<file path="src/rtl/hexlcd_settings.svh">
`ifndef HEXLCD_SETTINGS_SVH
`define HEXLCD_SETTINGS_SVH

// screen layout, two rows of eight hex digits
`define HEXLCD_COLS       8
`define HEXLCD_ROWS       2
`define HEXLCD_GLYPH_W    6    // glyph cell width in pixels
`define HEXLCD_GLYPH_H    8    // glyph cell height in pixels

`define HEXLCD_WIDTH      (`HEXLCD_COLS * `HEXLCD_GLYPH_W)
`define HEXLCD_HEIGHT     (`HEXLCD_ROWS * `HEXLCD_GLYPH_H)

// rgb565 colours
`define HEXLCD_FG         16'hFFE0   // yellow digits
`define HEXLCD_BG         16'h001F   // on blue

// spi timing
`define HEXLCD_SPI_DIV    2    // sys clocks per half spi period

// lcd reset pulse length after rst_n, in sys clocks
`define HEXLCD_RESET_HOLD 16

`endif
</file>
<file path="src/rtl/hexlcd_pkg.sv">
package hexlcd_pkg;

    // snapshot of the e-ink bus, digit 0 = top nibble
    typedef struct packed {
        logic        busy;
        logic        dc;
        logic [13:0] byte_count;  // saturating
        logic [47:0] last_bytes;  // newest byte in [7:0]
    } status_word_t;

    typedef struct packed {
        logic [15:0] color;  // rgb565
        logic        sof;    // first pixel of frame
        logic        eof;    // last pixel of frame
    } pixel_t;

    typedef struct packed {
        logic       dc;      // 0 command, 1 data
        logic [7:0] data;
    } lcd_byte_t;

    // 6x8 glyphs, leftmost pixel in bit 5, octal rows
    localparam logic [5:0] hex_font [16][8] = '{
        '{6'o34, 6'o42, 6'o46, 6'o52, 6'o62, 6'o42, 6'o34, 6'o00},  // 0
        '{6'o10, 6'o30, 6'o10, 6'o10, 6'o10, 6'o10, 6'o34, 6'o00},  // 1
        '{6'o34, 6'o42, 6'o02, 6'o04, 6'o10, 6'o20, 6'o76, 6'o00},  // 2
        '{6'o76, 6'o04, 6'o10, 6'o04, 6'o02, 6'o42, 6'o34, 6'o00},  // 3
        '{6'o04, 6'o14, 6'o24, 6'o44, 6'o76, 6'o04, 6'o04, 6'o00},  // 4
        '{6'o76, 6'o40, 6'o74, 6'o02, 6'o02, 6'o42, 6'o34, 6'o00},  // 5
        '{6'o14, 6'o20, 6'o40, 6'o74, 6'o42, 6'o42, 6'o34, 6'o00},  // 6
        '{6'o76, 6'o02, 6'o04, 6'o10, 6'o20, 6'o20, 6'o20, 6'o00},  // 7
        '{6'o34, 6'o42, 6'o42, 6'o34, 6'o42, 6'o42, 6'o34, 6'o00},  // 8
        '{6'o34, 6'o42, 6'o42, 6'o36, 6'o02, 6'o04, 6'o30, 6'o00},  // 9
        '{6'o34, 6'o42, 6'o42, 6'o76, 6'o42, 6'o42, 6'o42, 6'o00},  // a
        '{6'o74, 6'o42, 6'o42, 6'o74, 6'o42, 6'o42, 6'o74, 6'o00},  // b
        '{6'o34, 6'o42, 6'o40, 6'o40, 6'o40, 6'o42, 6'o34, 6'o00},  // c
        '{6'o70, 6'o44, 6'o42, 6'o42, 6'o42, 6'o44, 6'o70, 6'o00},  // d
        '{6'o76, 6'o40, 6'o40, 6'o74, 6'o40, 6'o40, 6'o76, 6'o00},  // e
        '{6'o76, 6'o40, 6'o40, 6'o74, 6'o40, 6'o40, 6'o40, 6'o00}   // f
    };

    localparam int LCD_INIT_LEN = 9;

    localparam lcd_byte_t lcd_init_bytes [LCD_INIT_LEN] = '{
        '{1'b0, 8'h01},  // swreset
        '{1'b0, 8'h11},  // sleep out
        '{1'b0, 8'h3A},  // colmod
        '{1'b1, 8'h55},  // 16 bit/pixel
        '{1'b0, 8'h21},  // inversion on
        '{1'b0, 8'h13},  // normal mode
        '{1'b0, 8'h29},  // display on
        '{1'b0, 8'h2A},  // caset, panel defaults kept
        '{1'b0, 8'h2B}   // raset, panel defaults kept
    };

    localparam logic [7:0] LCD_RAMWR = 8'h2C;

endpackage

</file>
<file path="src/rtl/eink_status_lcd_top.sv">
`timescale 1ns/1ns

module eink_status_lcd_top (
    input  logic clk,
    input  logic rst_n,
    input  logic host_dc,     // from the esp32
    input  logic host_sdi,
    input  logic host_cs,
    input  logic host_clk,
    output logic host_busy,
    output logic panel_dc,    // to the e-ink panel
    output logic panel_sdi,
    output logic panel_cs,
    output logic panel_clk,
    input  logic panel_busy,
    output logic spi_clk,     // to the colour lcd
    output logic spi_mosi,
    output logic spi_dc,
    output logic spi_csn,
    output logic spi_resn
);
    import hexlcd_pkg::*;

    status_word_t status;
    logic         status_valid;
    logic         status_ready;
    pixel_t       pixel;
    logic         pixel_valid;
    logic         pixel_ready;

    eink_bus_probe u_eink_bus_probe (
        .clk          (clk),
        .rst_n        (rst_n),
        .host_dc      (host_dc),
        .host_sdi     (host_sdi),
        .host_cs      (host_cs),
        .host_clk     (host_clk),
        .panel_busy   (panel_busy),
        .status_ready (status_ready),
        .panel_dc     (panel_dc),
        .panel_sdi    (panel_sdi),
        .panel_cs     (panel_cs),
        .panel_clk    (panel_clk),
        .host_busy    (host_busy),
        .status_valid (status_valid),
        .status       (status)
    );

    hex_pixel_render u_hex_pixel_render (
        .clk          (clk),
        .rst_n        (rst_n),
        .status_valid (status_valid),
        .status       (status),
        .pixel_ready  (pixel_ready),
        .status_ready (status_ready),
        .pixel_valid  (pixel_valid),
        .pixel        (pixel)
    );

    lcd_spi_writer u_lcd_spi_writer (
        .clk         (clk),
        .rst_n       (rst_n),
        .pixel_valid (pixel_valid),
        .pixel       (pixel),
        .pixel_ready (pixel_ready),
        .spi_clk     (spi_clk),
        .spi_mosi    (spi_mosi),
        .spi_dc      (spi_dc),
        .spi_csn     (spi_csn),
        .spi_resn    (spi_resn)
    );

endmodule

</file>
<file path="src/rtl/lcd_spi_writer.sv">
`timescale 1ns/1ns
`include "hexlcd_settings.svh"

module lcd_spi_writer (
    input  logic               clk,
    input  logic               rst_n,
    input  logic               pixel_valid,
    input  hexlcd_pkg::pixel_t pixel,
    output logic               pixel_ready,
    output logic               spi_clk,
    output logic               spi_mosi,
    output logic               spi_dc,
    output logic               spi_csn,
    output logic               spi_resn
);
    import hexlcd_pkg::*;

    localparam int DIV  = `HEXLCD_SPI_DIV;
    localparam int HOLD = `HEXLCD_RESET_HOLD;

    typedef enum logic [2:0] {
        S_RESET,   // lcd reset pulse
        S_INIT,    // init list
        S_IDLE,    // between frames, csn high
        S_CMD,     // ramwr
        S_HI,      // colour high byte, takes the pixel
        S_LO,      // colour low byte
        S_END      // drain last byte
    } state_t;

    state_t                             state;
    logic [$clog2(HOLD+1)-1:0]          hold_cnt;
    logic [$clog2(LCD_INIT_LEN+1)-1:0]  init_idx;
    logic [$clog2(DIV+1)-1:0]           div_cnt;
    logic [2:0]                         bit_cnt;
    logic [7:0]                         shift_q;
    logic                               sh_busy;
    logic                               bit_end;   // end of high half
    logic                               sh_done;   // last bit finishing
    logic                               sh_idle;   // free for a new byte
    logic                               load;
    logic [7:0]                         load_byte;
    logic                               load_dc;
    logic [7:0]                         lo_q;      // pending low byte
    logic                               eof_q;
    logic                               first_q;   // ramwr just went out

    assign bit_end     = sh_busy && (div_cnt == $bits(div_cnt)'(DIV - 1)) && spi_clk;
    assign sh_done     = bit_end && (bit_cnt == 3'd7);
    assign sh_idle     = !sh_busy || sh_done;
    assign pixel_ready = (state == S_HI) && sh_idle;

    // next byte to shift, back to back with the previous one
    always_comb
    begin
        load      = 1'b0;
        load_byte = 8'h00;
        load_dc   = 1'b0;
        case (state)
            S_INIT:
                if (sh_idle && init_idx != $bits(init_idx)'(LCD_INIT_LEN))
                begin
                    load      = 1'b1;
                    load_byte = lcd_init_bytes[init_idx].data;
                    load_dc   = lcd_init_bytes[init_idx].dc;
                end
            S_CMD:
            begin
                load      = sh_idle;
                load_byte = LCD_RAMWR;
            end
            S_HI:
            begin
                load      = sh_idle && pixel_valid;
                load_byte = pixel.color[15:8];
                load_dc   = 1'b1;
            end
            S_LO:
            begin
                load      = sh_idle;
                load_byte = lo_q;
                load_dc   = 1'b1;
            end
            default: ;
        endcase
    end

    always_ff @(posedge clk or negedge rst_n)
    begin
        if (!rst_n)
        begin
            state    <= S_RESET;
            hold_cnt <= '0;
            init_idx <= '0;
            spi_resn <= 1'b0;   // panel held in reset
            spi_csn  <= 1'b1;
            first_q  <= 1'b0;
        end
        else
        begin
            case (state)
                S_RESET:
                    if (hold_cnt == $bits(hold_cnt)'(HOLD - 1))
                    begin
                        spi_resn <= 1'b1;
                        spi_csn  <= 1'b0;   // select for the whole init
                        state    <= S_INIT;
                    end
                    else
                        hold_cnt <= hold_cnt + 1'b1;
                S_INIT:
                    if (load)
                        init_idx <= init_idx + 1'b1;
                    else if (sh_idle && init_idx == $bits(init_idx)'(LCD_INIT_LEN))
                    begin
                        spi_csn <= 1'b1;
                        state   <= S_IDLE;
                    end
                S_IDLE:
                    if (pixel_valid)
                    begin
                        spi_csn <= 1'b0;    // one clock of csn setup
                        state   <= S_CMD;
                    end
                S_CMD:
                    if (load)
                    begin
                        first_q <= 1'b1;
                        state   <= S_HI;
                    end
                S_HI:
                    if (load)
                    begin
                        first_q <= 1'b0;
                        state   <= S_LO;
                    end
                S_LO:
                    if (load)
                        state <= eof_q ? S_END : S_HI;
                S_END:
                    if (sh_idle)
                    begin
                        spi_csn <= 1'b1;
                        state   <= S_IDLE;
                    end
                default:
                    state <= S_IDLE;
            endcase
        end
    end

    always_ff @(posedge clk)
    begin
        if (state == S_HI && load)
        begin
            lo_q  <= pixel.color[7:0];
            eof_q <= pixel.eof;
        end
    end

    // mode 3 serialiser: fall and drive, rise and hold
    always_ff @(posedge clk or negedge rst_n)
    begin
        if (!rst_n)
        begin
            sh_busy  <= 1'b0;
            spi_clk  <= 1'b1;   // cpol 1 idle
            spi_mosi <= 1'b0;
            spi_dc   <= 1'b0;
            div_cnt  <= '0;
            bit_cnt  <= 3'd0;
        end
        else if (load)
        begin
            sh_busy  <= 1'b1;
            spi_clk  <= 1'b0;
            spi_mosi <= load_byte[7];
            spi_dc   <= load_dc;
            div_cnt  <= '0;
            bit_cnt  <= 3'd0;
        end
        else if (sh_busy)
        begin
            if (div_cnt == $bits(div_cnt)'(DIV - 1))
            begin
                div_cnt <= '0;
                if (!spi_clk)
                    spi_clk <= 1'b1;            // panel samples here
                else if (sh_done)
                    sh_busy <= 1'b0;
                else
                begin
                    spi_clk  <= 1'b0;
                    spi_mosi <= shift_q[7];
                    bit_cnt  <= bit_cnt + 3'd1;
                end
            end
            else
                div_cnt <= div_cnt + 1'b1;
        end
    end

    always_ff @(posedge clk)
    begin
        if (load)
            shift_q <= {load_byte[6:0], 1'b0};
        else if (bit_end && !sh_done)
            shift_q <= {shift_q[6:0], 1'b0};
    end

    a_csn_clk: assert property (@(posedge clk) disable iff (!rst_n)
        $changed(spi_clk) |-> !spi_csn);

    // the frame's first pixel follows ramwr and no other pixel does
    a_first_pixel: assert property (@(posedge clk) disable iff (!rst_n)
        pixel_valid && pixel_ready |-> (pixel.sof == first_q));

endmodule

</file>
<file path="src/rtl/hex_pixel_render.sv">
`timescale 1ns/1ns
`include "hexlcd_settings.svh"

module hex_pixel_render (
    input  logic                     clk,
    input  logic                     rst_n,
    input  logic                     status_valid,
    input  hexlcd_pkg::status_word_t status,
    input  logic                     pixel_ready,
    output logic                     status_ready,
    output logic                     pixel_valid,
    output hexlcd_pkg::pixel_t       pixel
);
    import hexlcd_pkg::*;

    localparam int W    = `HEXLCD_WIDTH;
    localparam int H    = `HEXLCD_HEIGHT;
    localparam int GW   = `HEXLCD_GLYPH_W;
    localparam int GH   = `HEXLCD_GLYPH_H;
    localparam int COLS = `HEXLCD_COLS;

    status_word_t         snap;      // word frozen for one frame
    logic                 running;   // generating a frame
    logic [$clog2(W)-1:0] x;
    logic [$clog2(H)-1:0] y;
    logic [3:0]           digit;     // 0 top left
    logic [2:0]           gx;        // column inside glyph
    logic [2:0]           gy;        // row inside glyph
    logic [3:0]           nibble;
    logic [5:0]           font_row;
    pixel_t               gen_pix;
    logic                 push;
    logic                 pop;
    pixel_t               buf_q [2]; // output skid buffer
    logic                 wr_ptr;
    logic                 rd_ptr;
    logic [1:0]           count;

    // frame control and raster scan
    always_ff @(posedge clk or negedge rst_n)
    begin
        if (!rst_n)
        begin
            status_ready <= 1'b0;
            running      <= 1'b0;
            x            <= '0;
            y            <= '0;
        end
        else if (!running && !status_ready)
            status_ready <= 1'b1;                  // one cycle request
        else if (status_ready && status_valid)
        begin
            status_ready <= 1'b0;
            running      <= 1'b1;
            x            <= '0;
            y            <= '0;
        end
        else if (push)
        begin
            if (x == W - 1)
            begin
                x <= '0;
                if (y == H - 1)
                    running <= 1'b0;               // frame done
                else
                    y <= y + 1'b1;
            end
            else
                x <= x + 1'b1;
        end
    end

    always_ff @(posedge clk)
    begin
        if (status_ready && status_valid)
            snap <= status;
    end

    assign digit    = 4'((y / GH) * COLS + x / GW);
    assign gx       = 3'(x % GW);
    assign gy       = 3'(y % GH);
    assign nibble   = snap[(4'd15 - digit) * 4 +: 4];   // msb nibble first
    assign font_row = hex_font[nibble][gy];

    always_comb
    begin
        gen_pix.color = font_row[3'(GW - 1) - gx] ? `HEXLCD_FG : `HEXLCD_BG;
        gen_pix.sof   = (x == 0) && (y == 0);
        gen_pix.eof   = (x == W - 1) && (y == H - 1);
    end

    // two entry buffer, generator stalls when full
    assign push        = running && (count != 2'd2);
    assign pop         = pixel_valid && pixel_ready;
    assign pixel_valid = (count != 2'd0);
    assign pixel       = buf_q[rd_ptr];

    always_ff @(posedge clk or negedge rst_n)
    begin
        if (!rst_n)
        begin
            wr_ptr <= 1'b0;
            rd_ptr <= 1'b0;
            count  <= 2'd0;
        end
        else
        begin
            if (push)
                wr_ptr <= ~wr_ptr;
            if (pop)
                rd_ptr <= ~rd_ptr;
            count <= count + 2'(push) - 2'(pop);
        end
    end

    always_ff @(posedge clk)
    begin
        if (push)
            buf_q[wr_ptr] <= gen_pix;
    end

    a_stall_stable: assert property (@(posedge clk) disable iff (!rst_n)
        pixel_valid && !pixel_ready |=> pixel_valid && $stable(pixel));

    a_scan_range: assert property (@(posedge clk) disable iff (!rst_n)
        (x < W) && (y < H));

endmodule

</file>
<file path="src/rtl/eink_bus_probe.sv">
`timescale 1ns/1ns

module eink_bus_probe (
    input  logic                     clk,
    input  logic                     rst_n,
    input  logic                     host_dc,
    input  logic                     host_sdi,
    input  logic                     host_cs,
    input  logic                     host_clk,
    input  logic                     panel_busy,
    input  logic                     status_ready,
    output logic                     panel_dc,
    output logic                     panel_sdi,
    output logic                     panel_cs,
    output logic                     panel_clk,
    output logic                     host_busy,
    output logic                     status_valid,
    output hexlcd_pkg::status_word_t status
);
    logic [4:0] sync1;      // {busy, dc, cs, sclk, sdi}
    logic [4:0] sync2;
    logic       sclk_d;     // for rising edge detect
    logic       sclk_rise;
    logic [2:0] bit_cnt;
    logic [7:0] shift_q;    // snooped byte msb first
    logic       byte_stb;   // full byte in shift_q

    // one flop relay from host to panel and busy back
    always_ff @(posedge clk or negedge rst_n)
    begin
        if (!rst_n)
        begin
            panel_dc  <= 1'b0;
            panel_sdi <= 1'b0;
            panel_cs  <= 1'b1;   // deselected
            panel_clk <= 1'b0;
            host_busy <= 1'b0;
        end
        else
        begin
            panel_dc  <= host_dc;
            panel_sdi <= host_sdi;
            panel_cs  <= host_cs;
            panel_clk <= host_clk;
            host_busy <= panel_busy;
        end
    end

    // two flop synchroniser on the snoop side
    always_ff @(posedge clk or negedge rst_n)
    begin
        if (!rst_n)
        begin
            sync1  <= 5'b00100;
            sync2  <= 5'b00100;
            sclk_d <= 1'b0;
        end
        else
        begin
            sync1  <= {panel_busy, host_dc, host_cs, host_clk, host_sdi};
            sync2  <= sync1;
            sclk_d <= sync2[1];
        end
    end

    assign sclk_rise = sync2[1] & ~sclk_d;

    always_ff @(posedge clk or negedge rst_n)
    begin
        if (!rst_n)
        begin
            bit_cnt  <= 3'd0;
            byte_stb <= 1'b0;
        end
        else
        begin
            byte_stb <= 1'b0;
            if (sync2[2])                     // cs high drops a partial byte
                bit_cnt <= 3'd0;
            else if (sclk_rise)
            begin
                bit_cnt  <= bit_cnt + 3'd1;   // wraps after bit 7
                byte_stb <= (bit_cnt == 3'd7);
            end
        end
    end

    always_ff @(posedge clk)
    begin
        if (!sync2[2] && sclk_rise)
            shift_q <= {shift_q[6:0], sync2[0]};
    end

    // status word tracks the live bus apart from the byte history
    always_ff @(posedge clk or negedge rst_n)
    begin
        if (!rst_n)
        begin
            status       <= '0;
            status_valid <= 1'b0;
        end
        else
        begin
            status_valid <= 1'b1;   // always offering
            status.busy  <= sync2[4];
            status.dc    <= sync2[3];
            if (byte_stb)
            begin
                if (status.byte_count != '1)
                    status.byte_count <= status.byte_count + 14'd1;
                status.last_bytes <= {status.last_bytes[39:0], shift_q};
            end
        end
    end

    // count only grows between resets
    a_count_mono: assert property (@(posedge clk) disable iff (!rst_n)
        status.byte_count >= $past(status.byte_count));

endmodule

</file>
<file path="config.mk">
export PLATFORM = sky130hd
export DESIGN_NAME = eink_status_lcd_top
export DESIGN_NICKNAME = d
export VERILOG_FILES = /design/src/rtl/hexlcd_pkg.sv /design/src/rtl/eink_status_lcd_top.sv /design/src/rtl/lcd_spi_writer.sv /design/src/rtl/hex_pixel_render.sv /design/src/rtl/eink_bus_probe.sv
export VERILOG_INCLUDE_DIRS = /design/src /design/src/rtl
export SDC_FILE = /design/constraint.sdc
export NUM_CORES = 1
export LEC_CHECK = 0
export BUFFER_PORTS_ARGS = -buffer_cell sky130_fd_sc_hd__buf_2
export CAP_MARGIN = 10
export CORE_MARGIN = 2
export CORE_UTILIZATION = 65
export CTS_BUF_LIST = sky130_fd_sc_hd__clkbuf_4
export CTS_CLUSTER_SIZE = 28
export DETAILED_ROUTE_END_ITERATION = 7
export PLACE_DENSITY = 0.82
export SLEW_MARGIN = 20
export SYNTH_ARGS = -nofsm -noshare
export SYNTH_HDL_FRONTEND = slang
export SYNTH_SLANG_ARGS = --single-unit
</file>
<file path="constraint.sdc">
create_clock -name clk -period 7.45 [get_ports clk]
set_input_delay 1.49 -clock clk [delete_from_list [all_inputs] [get_ports clk]]
set_output_delay 1.49 -clock clk [all_outputs]
set_load 0.02 [all_outputs]
</file>
==> impl_metrics.env <==
export IMPL_clk_latency_ns=0.63
export IMPL_drt_initial_drc_count=422
export IMPL_syn_area_um2=10100
export IMPL_drive_gt1_frac=0.233
export IMPL_post_cts_buffers=0
export IMPL_grt_remaining_overflow=0
export IMPL_p_leak_nw=4.62
export IMPL_grt_use_met3=0.0470
export IMPL_worstMarginPinSlew_ns=0.964
export IMPL_rr_endpoint="u_hex_pixel_render.buf_q[1][16]"
export IMPL_grt_max_degree=77
export IMPL_ff2ff_path_depth=18
export IMPL_worstHoldStart="u_eink_bus_probe.sync2[3]"
export IMPL_yosys_warnings=0
export IMPL_ir_drop_mv=0.229
export IMPL_gp_congestion=0.935
export IMPL_whs_ns=0.355
export IMPL_hold_buffers=0
export IMPL_totalPowerFinal_w=0.00366
export IMPL_setup_worst_path_class="reg -> reg"
export IMPL_critical_path_max_fanout=23
export IMPL_routedWlPerCell_um=18.3
export IMPL_ys_flop_type="dfrtp_1"
export IMPL_power_density_nw_per_um2=336
export IMPL_drt_wl_total_um=19600
export IMPL_drt_first_pass_iters=5
export IMPL_final_hold_viol_count=0
export IMPL_drv_slew=0
export IMPL_clk_path_buf_depth=3
export IMPL_busiest_layer="met2"
export IMPL_syn_instance_count=802
export IMPL_area_growth_pct=8.46
export IMPL_vias=6545
export IMPL_core_region_area_um2=15100
export IMPL_yosysTopAreaCell="dfrtp_1"
export IMPL_via_per_inst=6.12
export IMPL_status="finished clean"
export IMPL_drc=0
export IMPL_root_buffer="clkbuf_4"
export IMPL_whs_path_depth=0
export IMPL_finClkSkew_ns=0.0382
export IMPL_syn_num_nets=844
export IMPL_std_cell_rows=45
export IMPL_grt_pass1_wl_um=32500
export IMPL_slowest_stage="a21oi_4"
export IMPL_portBuffers=16
export IMPL_die_area_um2=16500
export IMPL_cap_violations=0
export IMPL_final_setup_tns_ns=0
export IMPL_setup_viol=0
export IMPL_maxSlewHeadroom=0.357
export IMPL_cp_num_buf_inv=2
export IMPL_synth_distinct_cells=86
export IMPL_worstPathCellList="ha_1, o21ai_0, o22ai_2, a2111oi_2, a21oi_4, mux4_2, a22oi_2, nand2_2, inv_1, ha_1, inv_1, mux2_1, mux2_2, o221ai_1, a32oi_1, o31ai_2, o21ai_0, a21oi_1"
export IMPL_hold_path_class="reg -> reg"
export IMPL_cts_tree="yes"
export IMPL_clock_fmax_ghz=0.157
export IMPL_postRouteAntennaNets=0
export IMPL_slowest_delay_ns=0.71
export IMPL_nFillCells=996
export IMPL_cts_max_level=2
export IMPL_cp_start_kind="flip-flop"
export IMPL_nNetsFinal=880
export IMPL_start_util=0.664
export IMPL_grt_pass1_vias=6473
export IMPL_dieWidth_um=128
export IMPL_ys_seq_area_frac=0.559
export IMPL_met1_usage=0.330
export IMPL_min_period_over_period=0.855
export IMPL_hpwl_um=13200
export IMPL_cts_inserted_buffers=51
export IMPL_worstHoldEndpoint="u_eink_bus_probe.status[62]"
export IMPL_rsz0062_at_grt="no"
export IMPL_clk_pin_slew_worst_paths_ns=0.07
export IMPL_critPathTopFamily="compound AO/OA/AOI/OAI gates"
export IMPL_ys_seq_elements=207
export IMPL_cp_depth=18
export IMPL_io_pins=17
export IMPL_crit_arrival_ns=6.82
export IMPL_fin_crit_ns=6.37
export IMPL_synth_async_reset_ratio=0.575
export IMPL_required_ns=7.90
export IMPL_synth_top_area_frac=0.286
export IMPL_r2r_slack_ns=1.08
export IMPL_worst_setup_path_end_kind="flip-flop"
export IMPL_synth_area_leaders="dfrtp_1, edfxtp_1, mux2_2"
export IMPL_post_cts_resized=0
export IMPL_startpoint="u_hex_pixel_render.x[4]"
export IMPL_synth_edf_count=88
export IMPL_antenna_found_initial=1
export IMPL_met2_usage=0.410
export IMPL_syn_avg_cell_area_um2=12.5
export IMPL_r2r_start="u_hex_pixel_render.x[4]"
export IMPL_clock_sinks=207
export IMPL_grt_use_total=0.249
export IMPL_die_y_um=128
[layer usage]
layer | share of wire | wire length (µm) | vias to the layer above
met3 | 0.043 | 845 | 42
li1 | - | - | 3106
met2 | 0.50 | 9800 | 182
met5 | 0 | 0 | -
met4 | 0.028 | 548 | 0
met1 | 0.43 | 8400 | 3215
[cells in the mapped netlist (3+ instances only)]
master and count:
inv_1 24, a31oi_1 7, o22ai_1 3, nand2_1 43
xnor2_1 24, nor2b_1 6, mux2i_1 23, o21ai_0 25
clkbuf_1 17, buf_6 7, a22oi_1 3, o21a_1 3
and3_1 14, buf_1 6, mux2_2 55, nand3_1 17
a22oi_2 3, o21ai_1 8, and4_1 8, a21oi_1 31
buf_2 8, o31ai_1 4, a221oi_2 3, nand4_1 7
or4_1 10, o31a_1 9, and2_1 6, edfxtp_1 88
o221ai_1 3, nor4_1 3, a211oi_1 4, nand2b_1 11
dfstp_2 4, nor3_1 18, nor2_1 60, dfrtp_1 115
mux4_2 9, xor2_1 10, o211ai_1 11, o21bai_1 3
ha_1 35
[registers in the layout, indices dropped and copies added, names as in the netlist, 2 cells and up]
name                       cells
u_hex_pixel_render.buf_q       6
u_lcd_spi_writer.lo_q          2
u_lcd_spi_writer.state         3
u_eink_bus_probe.sync1         4
u_lcd_spi_writer.hold_cnt      5
u_hex_pixel_render.count       2
u_hex_pixel_render.x           6
u_lcd_spi_writer.init_idx      4
u_eink_bus_probe.shift_q       8
u_hex_pixel_render.y           4
u_hex_pixel_render.snap       64
u_eink_bus_probe.status       64
u_eink_bus_probe.sync2         5
u_lcd_spi_writer.bit_cnt       3
u_eink_bus_probe.bit_cnt       3
u_lcd_spi_writer.div_cnt       2
u_lcd_spi_writer.shift_q       7
[layout make-up]
type	instances	area, µm²	share of cell area
inverters	26	103	0.00940
well taps	188	235	0.0216
repair buffers	22	134	0.0123
clock buffers	82	616	0.0564
diodes	1	2.50	0.000229
flip-flops and latches	207	5630	0.516
multi-input cells	530	4110	0.377
clock inverters	13	81.3	0.00745
[stage by stage]
step	cell area (µm²)	setup slack (ns)	cells	util
2_1_floorplan	10100	2.20	802	-
3_3_place_gp	10200	1.48	972	0.673
3_5_place_dp	10200	1.18	972	0.673
4_1_cts	10900	1.13	1067	0.719
5_1_grt	10900	0.490	1069	0.720
6_report	10900	1.08	1069	0.720
[worst register-to-register path, delay by kind of cell (launching register included)]
kind	cells	cell delay [ns]
fa+ha+maj	2	0.96
flops	1	0.64
mux	3	1.16
compound gates	10	2.90
simple gates	1	0.17
buf+inv	2	0.37
[cell families after synthesis]
logic type | share of synthesized area
compound gates | 0.114
xor+xnor | 0.0296
fa+ha+maj | 0.0435
buf+inv | 0.0321
flops | 0.559
mux | 0.107
other cells | 0.000373
simple gates | 0.114
[where the power goes]
| group | switching [W] | internal (W) | total, W |
|---|---|---|---|
| clock | 0.000434 | 0.000535 | 0.000969 |
| combinational | 0.000822 | 0.000538 | 0.00136 |
| sequential | 0.0000569 | 0.00128 | 0.00133 |
[worst max path at each step]
stage / end / slack, ns
3_3_place_gp: u_hex_pixel_render.buf_q[0][16] / 1.48
6_report: u_hex_pixel_render.buf_q[1][16] / 1.08
3_5_place_dp: u_hex_pixel_render.buf_q[1][16] / 1.18
2_1_floorplan: u_hex_pixel_render.buf_q[0][16] / 2.20
5_1_grt: u_hex_pixel_render.buf_q[1][16] / 0.49
4_1_cts: u_hex_pixel_render.buf_q[0][16] / 1.13
[layout by cell type, fill, tap and decap left out, drive strengths merged, types with 7 or more instances in the layout]
| cell | count |
|---|---|
| mux2i | 23 |
| inv | 25 |
| mux4 | 9 |
| edfxtp | 88 |
| dfrtp | 115 |
| a31oi | 7 |
| ha | 35 |
| xnor2 | 24 |
| nor2 | 61 |
| nand2 | 45 |
| and3 | 15 |
| xor2 | 10 |
| buf | 21 |
| clkbuf | 83 |
| o211ai | 11 |
| nand4 | 7 |
| mux2 | 57 |
| and4 | 8 |
| and2 | 7 |
| clkinv | 13 |
| nand2b | 11 |
| o31a | 9 |
| or4 | 10 |
| a21oi | 32 |
| nand3 | 18 |
| o21ai | 33 |
| nor3 | 18 |
(Power assumes the default switching activity.)
